<file path="config.mk">
export PLATFORM = sky130hd
export DESIGN_NAME = mdom_serial_top
export DESIGN_NICKNAME = d
export VERILOG_FILES = /design/src/rtl/mdom_serial_pkg.sv /design/src/rtl/mdom_serial_top.sv /design/src/rtl/spi_pin_router.sv /design/src/rtl/spi_shifter.sv /design/src/rtl/spi_arbiter.sv /design/src/rtl/spi_task_regs.sv
export VERILOG_INCLUDE_DIRS = /design/src /design/src/rtl
export SDC_FILE = /design/constraint.sdc
export NUM_CORES = 1
export LEC_CHECK = 0
export BUFFER_PORTS_ARGS = -buffer_cell sky130_fd_sc_hd__buf_2
export CORE_UTILIZATION = 54
export DETAILED_ROUTE_END_ITERATION = 8
export GPL_ROUTABILITY_DRIVEN = 0
export GPL_TIMING_DRIVEN = 0
export PLACE_DENSITY = 0.76
export SLEW_MARGIN = 15
export SYNTH_ARGS = -nofsm -noshare
export SYNTH_HDL_FRONTEND = slang
export SYNTH_SLANG_ARGS = --single-unit
</file>
<file path="constraint.sdc">
create_clock -name lclk -period 2.7 [get_ports lclk]
set_input_delay 0.135 -clock lclk [delete_from_list [all_inputs] [get_ports lclk]]
set_output_delay 0.135 -clock lclk [all_outputs]
set_load 0.005 [all_outputs]
</file>
<file path="src/rtl/mdom_serial_consts.svh">
//******************************
// constants for the slow-control spi block
// register map, bit counts, sclk timing
// include where a width or address is needed
//******************************
`ifndef MDOM_SERIAL_CONSTS_SVH
`define MDOM_SERIAL_CONSTS_SVH

// engine word and bit-count field
`define SPI_WORD_W 32
`define SPI_CNT_W 6
// lclk cycles per sclk half period
`define SCLK_HALF 4

// bits per transfer
`define ADC_NBITS 24
`define DAC_NBITS 32
`define MON_NBITS 19

// adc3424 config port
`define ADC_A_SEL 12'hbdc
`define ADC_A_TASK 12'hbdb
`define ADC_A_WR_HI 12'hbda
`define ADC_A_WR_LO 12'hbd9
`define ADC_A_RD_HI 12'hbde
`define ADC_A_RD_LO 12'hbd8

// ad5668 groups, select is {chip[2:0], group[2:0]}
`define DAC_A_SEL 12'hbd7
`define DAC_A_TASK 12'hbd5
`define DAC_A_WR_HI 12'hbd4
`define DAC_A_WR_LO 12'hbd3

// ads8332 monitors
`define MON_A_SEL 12'hdf6
`define MON_A_TASK 12'heff
`define MON_A_WR_HI 12'hdf8
`define MON_A_WR_LO 12'hde4
`define MON_A_RD_HI 12'hdf7
`define MON_A_RD_LO 12'hde3

// register bus
`define REG_ADDR_W 12
`define REG_DATA_W 16

`endif
</file>
<file path="src/rtl/mdom_serial_pkg.sv">
//******************************
// payload and grant types for the spi block
// shared by rtl and testbench
//******************************
`default_nettype none

`include "mdom_serial_consts.svh"

package mdom_serial_pkg;

  // per-device payloads
  typedef logic [`ADC_NBITS-1:0] adc_word_t;
  typedef logic [`DAC_NBITS-1:0] dac_word_t;
  typedef logic [`MON_NBITS-1:0] mon_word_t;

  // shared engine word, widest payload
  typedef logic [`SPI_WORD_W-1:0] spi_word_t;

  // grant index, also the bit position in req/ack vectors
  typedef enum logic [1:0] {
    CLIENT_ADC = 2'd0,
    CLIENT_DAC = 2'd1,
    CLIENT_MON = 2'd2
  } client_t;

  // register bus data
  typedef logic [`REG_DATA_W-1:0] reg_data_t;

endpackage

`default_nettype wire

</file>
<file path="src/rtl/mdom_serial_top.sv">
//******************************
// slow-control spi top
// three register blocks share one engine
//******************************
`timescale 1ns/1ps
`default_nettype none

`include "mdom_serial_consts.svh"

module mdom_serial_top import mdom_serial_pkg::*; (
  input  logic                   lclk,
  input  logic                   lclk_rst,
  input  logic                   i_reg_wr,
  input  logic [`REG_ADDR_W-1:0] i_reg_addr,
  input  reg_data_t              i_reg_wdata,
  output reg_data_t              o_reg_rdata,
  output logic [5:0]             o_adc_sen,
  output logic                   o_adc_sclk,
  output logic                   o_adc_sdata,
  input  logic                   i_adc_sdout,
  output logic [2:0]             o_dac_sclk,
  output logic [2:0]             o_dac_din,
  output logic [8:0]             o_dac_nsync,
  output logic [1:0]             o_mon_csn,
  output logic [1:0]             o_mon_sclk,
  output logic [1:0]             o_mon_sdi,
  input  logic [1:0]             i_mon_sdo
);

  logic [2:0]            req;
  logic [2:0]            ack;
  adc_word_t             adc_tx;
  dac_word_t             dac_tx;
  mon_word_t             mon_tx;
  logic [5:0]            adc_sel;
  logic [5:0]            dac_sel;
  logic                  mon_sel;
  reg_data_t             adc_chain;
  reg_data_t             dac_chain;
  logic                  start;
  spi_word_t             word;
  logic [`SPI_CNT_W-1:0] nbits;
  client_t               grant;
  logic                  busy;
  logic                  done;
  spi_word_t             rx_word;
  logic                  sclk;
  logic                  mosi;
  logic                  miso;

  // read chain head, unmapped reads 0
  spi_task_regs #(
    .T_WORD(adc_word_t), .SEL_W(6),
    .A_SEL(`ADC_A_SEL), .A_TASK(`ADC_A_TASK),
    .A_WR_HI(`ADC_A_WR_HI), .A_WR_LO(`ADC_A_WR_LO),
    .A_RD_HI(`ADC_A_RD_HI), .A_RD_LO(`ADC_A_RD_LO)
  ) adc_regs (
    .lclk(lclk), .lclk_rst(lclk_rst),
    .i_reg_wr(i_reg_wr), .i_reg_addr(i_reg_addr), .i_reg_wdata(i_reg_wdata),
    .i_chain_rdata('0), .i_ack(ack[CLIENT_ADC]),
    .i_rx_word(rx_word[`ADC_NBITS-1:0]),
    .o_chain_rdata(adc_chain), .o_req(req[CLIENT_ADC]),
    .o_tx_word(adc_tx), .o_sel(adc_sel)
  );

  // dac is write only, read slots alias the write slots
  spi_task_regs #(
    .T_WORD(dac_word_t), .SEL_W(6),
    .A_SEL(`DAC_A_SEL), .A_TASK(`DAC_A_TASK),
    .A_WR_HI(`DAC_A_WR_HI), .A_WR_LO(`DAC_A_WR_LO),
    .A_RD_HI(`DAC_A_WR_HI), .A_RD_LO(`DAC_A_WR_LO)
  ) dac_regs (
    .lclk(lclk), .lclk_rst(lclk_rst),
    .i_reg_wr(i_reg_wr), .i_reg_addr(i_reg_addr), .i_reg_wdata(i_reg_wdata),
    .i_chain_rdata(adc_chain), .i_ack(ack[CLIENT_DAC]),
    .i_rx_word(rx_word[`DAC_NBITS-1:0]),
    .o_chain_rdata(dac_chain), .o_req(req[CLIENT_DAC]),
    .o_tx_word(dac_tx), .o_sel(dac_sel)
  );

  // chain tail drives the bus
  spi_task_regs #(
    .T_WORD(mon_word_t), .SEL_W(1),
    .A_SEL(`MON_A_SEL), .A_TASK(`MON_A_TASK),
    .A_WR_HI(`MON_A_WR_HI), .A_WR_LO(`MON_A_WR_LO),
    .A_RD_HI(`MON_A_RD_HI), .A_RD_LO(`MON_A_RD_LO)
  ) mon_regs (
    .lclk(lclk), .lclk_rst(lclk_rst),
    .i_reg_wr(i_reg_wr), .i_reg_addr(i_reg_addr), .i_reg_wdata(i_reg_wdata),
    .i_chain_rdata(dac_chain), .i_ack(ack[CLIENT_MON]),
    .i_rx_word(rx_word[`MON_NBITS-1:0]),
    .o_chain_rdata(o_reg_rdata), .o_req(req[CLIENT_MON]),
    .o_tx_word(mon_tx), .o_sel(mon_sel)
  );

  spi_arbiter arbiter (
    .lclk(lclk), .lclk_rst(lclk_rst),
    .i_req(req), .i_adc_word(adc_tx), .i_dac_word(dac_tx), .i_mon_word(mon_tx),
    .i_done(done),
    .o_start(start), .o_word(word), .o_nbits(nbits),
    .o_grant(grant), .o_busy(busy), .o_ack(ack)
  );

  spi_shifter shifter (
    .lclk(lclk), .lclk_rst(lclk_rst),
    .i_start(start), .i_word(word), .i_nbits(nbits), .i_miso(miso),
    .o_sclk(sclk), .o_mosi(mosi), .o_done(done), .o_rx_word(rx_word)
  );

  spi_pin_router router (
    .i_grant(grant), .i_busy(busy), .i_sclk(sclk), .i_mosi(mosi),
    .i_adc_sel(adc_sel), .i_dac_sel(dac_sel), .i_mon_sel(mon_sel),
    .i_adc_sdout(i_adc_sdout), .i_mon_sdo(i_mon_sdo),
    .o_adc_sen(o_adc_sen), .o_adc_sclk(o_adc_sclk), .o_adc_sdata(o_adc_sdata),
    .o_dac_sclk(o_dac_sclk), .o_dac_din(o_dac_din), .o_dac_nsync(o_dac_nsync),
    .o_mon_csn(o_mon_csn), .o_mon_sclk(o_mon_sclk), .o_mon_sdi(o_mon_sdi),
    .o_miso(miso)
  );

endmodule

`default_nettype wire

</file>
<file path="src/rtl/spi_pin_router.sv">
//******************************
// engine lines to device pins
// selects low only for the granted client
// idle pins: sclk high, data low
//******************************
`timescale 1ns/1ps
`default_nettype none

module spi_pin_router import mdom_serial_pkg::*; (
  input  client_t    i_grant,
  input  logic       i_busy,
  input  logic       i_sclk,
  input  logic       i_mosi,
  input  logic [5:0] i_adc_sel,
  input  logic [5:0] i_dac_sel,
  input  logic       i_mon_sel,
  input  logic       i_adc_sdout,
  input  logic [1:0] i_mon_sdo,
  output logic [5:0] o_adc_sen,
  output logic       o_adc_sclk,
  output logic       o_adc_sdata,
  output logic [2:0] o_dac_sclk,
  output logic [2:0] o_dac_din,
  output logic [8:0] o_dac_nsync,
  output logic [1:0] o_mon_csn,
  output logic [1:0] o_mon_sclk,
  output logic [1:0] o_mon_sdi,
  output logic       o_miso
);

  logic adc_on;
  logic dac_on;
  logic mon_on;
  logic adc_bus;

  assign adc_on = i_busy && (i_grant == CLIENT_ADC);
  assign dac_on = i_busy && (i_grant == CLIENT_DAC);
  assign mon_on = i_busy && (i_grant == CLIENT_MON);

  // six adcs on one bus, sen picks the chips
  assign adc_bus = adc_on && (|i_adc_sel);
  assign o_adc_sen = adc_on ? ~i_adc_sel : 6'h3f;
  assign o_adc_sclk = adc_bus ? i_sclk : 1'b1;
  assign o_adc_sdata = adc_bus ? i_mosi : 1'b0;

  always_comb begin
    // dac group g in sel[2:0], chip c in sel[5:3]
    for (int g = 0; g < 3; g++) begin
      o_dac_sclk[g] = (dac_on && i_dac_sel[g]) ? i_sclk : 1'b1;
      o_dac_din[g] = (dac_on && i_dac_sel[g]) ? i_mosi : 1'b0;
      for (int c = 0; c < 3; c++) begin
        o_dac_nsync[3*g+c] = !(dac_on && i_dac_sel[g] && i_dac_sel[3+c]);
      end
    end
    // one monitor at a time, own sclk and sdi
    for (int m = 0; m < 2; m++) begin
      o_mon_csn[m] = !(mon_on && (int'(i_mon_sel) == m));
      o_mon_sclk[m] = (mon_on && (int'(i_mon_sel) == m)) ? i_sclk : 1'b1;
      o_mon_sdi[m] = (mon_on && (int'(i_mon_sel) == m)) ? i_mosi : 1'b0;
    end
  end

  always_comb begin
    case (i_grant)
      CLIENT_ADC: o_miso = i_adc_sdout;
      CLIENT_MON: o_miso = i_mon_sdo[i_mon_sel];
      // ad5668 has no data out
      default:    o_miso = 1'b0;
    endcase
  end

endmodule

`default_nettype wire

</file>
<file path="src/rtl/spi_shifter.sv">
//******************************
// shared spi shift engine
// sclk idles high, mosi on falling edge
// miso sampled on rising edge, msb first
//******************************
`timescale 1ns/1ps
`default_nettype none

`include "mdom_serial_consts.svh"

module spi_shifter import mdom_serial_pkg::*; (
  input  logic                  lclk,
  input  logic                  lclk_rst,
  input  logic                  i_start,
  input  spi_word_t             i_word,
  input  logic [`SPI_CNT_W-1:0] i_nbits,
  input  logic                  i_miso,
  output logic                  o_sclk,
  output logic                  o_mosi,
  output logic                  o_done,
  output spi_word_t             o_rx_word
);

  localparam int HALF = `SCLK_HALF;
  localparam int DIV_W = $clog2(HALF + 1);

  logic                  active;
  logic [DIV_W-1:0]      div;
  logic [`SPI_CNT_W-1:0] bits_left;
  spi_word_t             tx_sr;
  spi_word_t             aligned;
  logic                  tick;
  logic                  rise;
  logic                  fall;
  logic                  load;

  // payload moved up so its first bit sits at the msb
  assign aligned = i_word << (`SPI_WORD_W - i_nbits);

  assign load = i_start && !active;
  // end of a half period
  assign tick = active && (div == DIV_W'(HALF - 1));
  assign rise = tick && !o_sclk;
  assign fall = tick && o_sclk && (bits_left != 1);

  always_ff @(posedge lclk) begin
    if (lclk_rst) begin
      active <= 1'b0;
      div <= '0;
      bits_left <= '0;
      o_sclk <= 1'b1;
      o_mosi <= 1'b0;
      o_done <= 1'b0;
    end else begin
      o_done <= 1'b0;
      if (load) begin
        // first falling edge right away
        active <= 1'b1;
        div <= '0;
        bits_left <= i_nbits;
        o_sclk <= 1'b0;
        o_mosi <= aligned[`SPI_WORD_W-1];
      end else if (active) begin
        if (tick) begin
          div <= '0;
        end else begin
          div <= div + 1'b1;
        end
        if (rise) begin
          o_sclk <= 1'b1;
        end else if (fall) begin
          o_sclk <= 1'b0;
          o_mosi <= tx_sr[`SPI_WORD_W-1];
          bits_left <= bits_left - 1'b1;
        end else if (tick) begin
          // high half of last bit over
          active <= 1'b0;
          o_done <= 1'b1;
          o_mosi <= 1'b0;
        end
      end
    end
  end

  // shift registers
  always_ff @(posedge lclk) begin
    if (load) begin
      tx_sr <= aligned << 1;
      o_rx_word <= '0;
    end else begin
      if (fall) begin
        tx_sr <= tx_sr << 1;
      end
      // received bits end up right-aligned
      if (rise) begin
        o_rx_word <= {o_rx_word[`SPI_WORD_W-2:0], i_miso};
      end
    end
  end

endmodule

`default_nettype wire

</file>
<file path="src/rtl/spi_arbiter.sv">
//******************************
// round-robin owner of the shared spi engine
// one transfer at a time, done becomes the ack
//******************************
`timescale 1ns/1ps
`default_nettype none

`include "mdom_serial_consts.svh"

module spi_arbiter import mdom_serial_pkg::*; (
  input  logic                  lclk,
  input  logic                  lclk_rst,
  input  logic [2:0]            i_req,
  input  adc_word_t             i_adc_word,
  input  dac_word_t             i_dac_word,
  input  mon_word_t             i_mon_word,
  input  logic                  i_done,
  output logic                  o_start,
  output spi_word_t             o_word,
  output logic [`SPI_CNT_W-1:0] o_nbits,
  output client_t               o_grant,
  output logic                  o_busy,
  output logic [2:0]            o_ack
);

  localparam logic [`SPI_CNT_W-1:0] ADC_CNT = `ADC_NBITS;
  localparam logic [`SPI_CNT_W-1:0] DAC_CNT = `DAC_NBITS;
  localparam logic [`SPI_CNT_W-1:0] MON_CNT = `MON_NBITS;

  client_t pick;
  logic    found;

  // search starts one past the current grant
  always_comb begin
    int idx;
    pick = o_grant;
    found = 1'b0;
    for (int k = 1; k <= 3; k++) begin
      idx = (int'(o_grant) + k) % 3;
      if (!found && i_req[idx]) begin
        pick = client_t'(idx);
        found = 1'b1;
      end
    end
  end

  always_ff @(posedge lclk) begin
    if (lclk_rst) begin
      o_busy <= 1'b0;
      o_start <= 1'b0;
      // so the first search begins at the adc
      o_grant <= CLIENT_MON;
    end else begin
      o_start <= 1'b0;
      if (!o_busy && found) begin
        o_busy <= 1'b1;
        o_start <= 1'b1;
        o_grant <= pick;
      end else if (i_done) begin
        o_busy <= 1'b0;
      end
    end
  end

  // payloads stay put while busy, mux is enough
  always_comb begin
    case (o_grant)
      CLIENT_ADC: begin
        o_word = spi_word_t'(i_adc_word);
        o_nbits = ADC_CNT;
      end
      CLIENT_DAC: begin
        o_word = spi_word_t'(i_dac_word);
        o_nbits = DAC_CNT;
      end
      CLIENT_MON: begin
        o_word = spi_word_t'(i_mon_word);
        o_nbits = MON_CNT;
      end
      default: begin
        o_word = '0;
        o_nbits = '0;
      end
    endcase
  end

  // done routed back to the owner
  assign o_ack = i_done ? (3'b001 << o_grant) : 3'b000;

endmodule

`default_nettype wire

</file>
<file path="src/rtl/spi_task_regs.sv">
//******************************
// task registers of one spi peripheral
// select, write word, read word, request level
// read-back passes through as a chain
//******************************
`timescale 1ns/1ps
`default_nettype none

`include "mdom_serial_consts.svh"

module spi_task_regs import mdom_serial_pkg::*; #(
  parameter type T_WORD = spi_word_t,
  parameter int SEL_W = 1,
  parameter logic [`REG_ADDR_W-1:0] A_SEL = '0,
  parameter logic [`REG_ADDR_W-1:0] A_TASK = '0,
  parameter logic [`REG_ADDR_W-1:0] A_WR_HI = '0,
  parameter logic [`REG_ADDR_W-1:0] A_WR_LO = '0,
  parameter logic [`REG_ADDR_W-1:0] A_RD_HI = '0,
  parameter logic [`REG_ADDR_W-1:0] A_RD_LO = '0
) (
  input  logic                   lclk,
  input  logic                   lclk_rst,
  input  logic                   i_reg_wr,
  input  logic [`REG_ADDR_W-1:0] i_reg_addr,
  input  reg_data_t              i_reg_wdata,
  input  reg_data_t              i_chain_rdata,
  input  logic                   i_ack,
  input  T_WORD                  i_rx_word,
  output reg_data_t              o_chain_rdata,
  output logic                   o_req,
  output T_WORD                  o_tx_word,
  output logic [SEL_W-1:0]       o_sel
);

  localparam int W = $bits(T_WORD);

  T_WORD tx_word;
  T_WORD rx_word;
  logic  wr_ok;

  // data and selects frozen while a task is pending
  assign wr_ok = i_reg_wr && !o_req;

  always_ff @(posedge lclk) begin
    if (lclk_rst) begin
      o_req <= 1'b0;
      o_sel <= '0;
    end else begin
      // ack ends the task
      if (i_ack) begin
        o_req <= 1'b0;
      end else if (i_reg_wr && i_reg_addr == A_TASK && i_reg_wdata[0]) begin
        o_req <= 1'b1;
      end
      if (wr_ok && i_reg_addr == A_SEL) begin
        o_sel <= i_reg_wdata[SEL_W-1:0];
      end
    end
  end

  always_ff @(posedge lclk) begin
    // upper word bits start at bit 16
    if (wr_ok && i_reg_addr == A_WR_HI) begin
      tx_word[W-1:16] <= i_reg_wdata[W-17:0];
    end
    if (wr_ok && i_reg_addr == A_WR_LO) begin
      tx_word[15:0] <= i_reg_wdata;
    end
    // received word taken in the ack cycle
    if (i_ack) begin
      rx_word <= i_rx_word;
    end
  end

  assign o_tx_word = tx_word;

  // own address wins, otherwise pass upstream value
  // write slots decode before read slots, so a peripheral without
  // readback aliases its read slots onto its write slots
  always_comb begin
    if (i_reg_addr == A_TASK) begin
      o_chain_rdata = reg_data_t'(o_req);
    end else if (i_reg_addr == A_SEL) begin
      o_chain_rdata = reg_data_t'(o_sel);
    end else if (i_reg_addr == A_WR_HI) begin
      o_chain_rdata = reg_data_t'(tx_word[W-1:16]);
    end else if (i_reg_addr == A_WR_LO) begin
      o_chain_rdata = tx_word[15:0];
    end else if (i_reg_addr == A_RD_HI) begin
      o_chain_rdata = reg_data_t'(rx_word[W-1:16]);
    end else if (i_reg_addr == A_RD_LO) begin
      o_chain_rdata = rx_word[15:0];
    end else begin
      o_chain_rdata = i_chain_rdata;
    end
  end

endmodule

`default_nettype wire

</file>
==> impl_results.md <==
* DR iter-0 viols at 1371
* R2R depth at 7
* Synth Area in Compound Gates at 0.1754
* CTS tree: yes
* Psw at approximately 1.4 mW
* Xor and xnor area share after synthesis at 0.005958
* Post-Syn Area at between 0.01 and 0.015 mm²
* DRC Markers at 8
* Num CTS Buffers at 22
* Data required, critical path at slightly below 3 ns
* Syn_area_per_cell at approximately 11 µm²
* Worst setup path end: shifter.tx_sr[31]
* Status: complete, but fails checks
* Final #Nets at roughly 1100
* Worst Path Max Fanout at 10
* Reg power frac at 0.516
* Critical Path End Type: flip-flop
* Hold Fails Final Rpt at 0
* Initial antenna violation count at 0
* Slew Limit Fails at 0
* RSZ-0062 raised after global routing: no
* Yosys warns at 0
* # H-tree levels at 1
* Area share of the largest cell type after synthesis at 0.4439
* Area leader, netlist: edfxtp_1
* Maximum buffer depth of the clock tree at 3
* Post-synth ARST share at 0
* Failing checks: DRC, setup timing
* Highest Clock Rate at 369.1 MHz
* Initial Utilization at 0.5554
* # IOs at between 70 and 80
* Ys flop type: edfxtp_1
* Syn Nets at ~980
* P_int at roughly 5.2 mW
* CTS sink cnt at 206
* Sum Neg Setup Slack at -0.009033 ns
* Largest family of logic cells by synthesized area: compound AO/OA/AOI/OAI gates
* Clk_lat worst skew at roughly 0.52 ns
* Lkg Pwr at ~4.3 nW
* R2r setup slk at -0.009 ns
* DR vias at 8632
* Placeable Area at approximately 0.018 mm²
* Buffers on Ports at 77
* P per Cell Area at ~540 mW/mm²
* Vias/cell at 6.530
* CP Launch Type: flip-flop
* GR Overflow Total at 0
* Share of cells above drive strength 1 at 0.1940
* Final period utilization at 1.003
* HP Class: in2reg
* Synth Area in Simple Gates at 0.1742
* Mux cell area share after synthesis at 0.03873
* Max_slew headroom at 0.3462
* Synth Area in Adders at 0.01589
* Cell Count, Final, Fillers Out at 1322
* Clk_skew at 0.01290 ns
* Synth Instances at ~930
* GRT Total Usage at 0.3112
* P&R area growth vs syn at 19.05%
* Top cells by area, synth: edfxtp_1 (44%), dfxtp_1 (11%), nand2_1 (4.4%)
* Vias in the first global route at approximately 8000
* IR Drop Worst-Case VDD at ~0.00053 V
* Max-Cap Viols at 0
* Total Die Area at about 0.019 mm²
* Clk slew on worst S/H paths at roughly 0.060 ns
* Post-DRT Antenna Nets at 0
* Post-Place Cells at ~1200
* Worst Path Arrival at 2.97 ns
* DR WL/cell at ~23 µm
* Combinational share of power at 0.031
* Post-Route WL at 30100 µm
* Minimum clock period after layout at approximately 2.7 ns
* Crit path launch: arbiter.o_grant[1]
* Maximum number of pins on one net before global-route repair at 32
* Worst r2r src: arbiter.o_grant[1]
* Die Y-Extent at approximately 140 µm
* Final setup fails at 1
* Worst R2R End: shifter.tx_sr[31]
* Register bit count reported by yosys at a little over 200
* Post-synth EDFFs at between 100 and 150
* Slew @ Worst Pin at approximately 1 ns
* Worst setup margin at -0.009033 ns
* First-pass GRT wire length at 45910 µm
* Final HPWL DP at approximately 21000 µm
* ANT cells at 0
* Die width at approximately 140 µm
* Sequential-to-total area share from yosys stat at 0.5571
* Sw Share at 0.2088
* Pre-Repair DR Iteration Count at 9
* Row cnt at 49
* Root Driver: clkbuf_16
* Fin util at 0.6613
* Worst Setup Path Type: reg2reg
* Distinct cells, synth at between 80 and 90
* Clock share of power at 0.454
-- state kept, by name, summed over array words and instances, names as in the netlist, 3 cells and up --
register	flops
adc_regs.o_sel	6
adc_regs.o_tx_word	24
shifter.tx_sr	31
mon_regs.o_tx_word	19
dac_regs.o_tx_word	32
dac_regs.o_sel	6
shifter.bits_left	6
shifter.o_rx_word	24
shifter.div	3
adc_regs.rx_word	24
mon_regs.rx_word	19
-- per-stage QoR --
step	cell area, µm²	power [mW]	worst slack [ns]	hold slack [ns]
after floorplan	10080	3.524	0.003934	0.2339
after global placement	10760	3.603	-1.523	0.3500
after detailed placement	10820	3.606	-0.6091	0.3545
after CTS	11910	6.529	0.003368	0.01890
after global routing	12000	6.662	0.001147	0.06466
final	12000	6.523	-0.009033	0.03835
-- power groups by stage --
stage          Combinational (mW)  Clock, mW  Sequential (mW)
3_3_place_gp                0.169          0             3.43
6_report                    0.200       2.96             3.36
4_1_cts                     0.191       2.97             3.36
5_1_grt                     0.213       3.09             3.36
2_1_floorplan              0.0905          0             3.43
3_5_place_dp                0.173          0             3.43
-- worst max-delay path, cell delays in order, from the launching register on --
cell      delay (ns)
dfxtp_4         0.38
inv_2           0.07
ha_1            0.28
clkbuf_2        0.26
a222oi_1        0.61
o22ai_1         0.22
a211o_1         0.38
a32o_1          0.26
-- placed cells by master (no fill, tap or decap), types with 7 or more instances in the layout --
cell and count:
a22oi_1 25, and2_1 13, a31oi_1 11, clkbuf_16 23, dlygate4sd3_1 16, a222oi_1 23
o21ai_0 31, o21ai_1 12, nand2b_1 21, clkbuf_1 28, a22o_1 23, o22ai_1 10
mux2_2 7, mux2i_1 30, buf_2 99, nand4_1 9, ha_1 9, edfxtp_1 149
nor2b_1 14, a21oi_1 45, nor2_1 76, buf_4 26, and3_1 7, nand3_1 10
dfxtp_1 55, a211oi_1 8, inv_1 18, nand2_1 118, nor3_1 22
-- per-layer routing --
layer	vias up	global-route usage	routed length [µm]
li1	3854	-	-
met1	4089	0.4224	11890
met2	572	0.5025	13550
met3	117	0.05905	3406
met4	0	0.1094	1248
met5	-	0	0
-- cell usage after synthesis, types with 12 or more instances --
cell / n
a22o_1: 23
o21ai_1: 12
clkbuf_1: 27
nand2_1: 118
nor2b_1: 14
and2_1: 15
dfxtp_1: 57
a21oi_1: 46
ha_1: 12
edfxtp_1: 149
nor3_1: 25
buf_2: 21
mux2i_1: 30
nand2b_1: 21
inv_1: 20
o21ai_0: 31
nor2_1: 77
a22oi_1: 25
a222oi_1: 23
-- repair_timing --
action	in CTS	in global routing
pin swaps	8	8
setup buffers	15	7
setup endpoints to repair	56	49
hold buffers	16	0
hold endpoints to repair	70	0
gates resized for setup	27	11
-- how the worst min path moves through the flow --
stage | start | endpoint | slack (ns) | cells after the start
floorplan | i_reg_wdata[0] | adc_regs.o_tx_word[0] | 0.23 | 0
CTS | lclk_rst | shifter.o_done | 0.02 | 2
global route | lclk_rst | shifter.o_done | 0.06 | 2
global placement | i_reg_wdata[10] | dac_regs.o_tx_word[26] | 0.35 | 1
detailed placement | i_reg_wdata[15] | dac_regs.o_tx_word[31] | 0.35 | 1
finish | lclk_rst | shifter.o_done | 0.04 | 2
-- layout make-up --
type	count	area, µm²
clock inverter	7	77.57
inverter	23	88.84
fill	1418	6147
multi-input combinational	649	4233
clock buffer	33	631.9
timing repair buffer	121	752.0
buffer	54	307.8
tap	229	286.5
sequential	206	5623
-- kinds of logic (layout without fill, tap and decap cells) --
kind of cell,Yosys count,in the layout
and+or+nand+nor,345,345
buffers and inverters,77,238
adders and majority gates,13,13
DFF,206,206
muxes,38,38
AOI/OAI and AO/OA,247,247
xor gates and xnor gates,6,6
(Power assumes the default switching activity.)
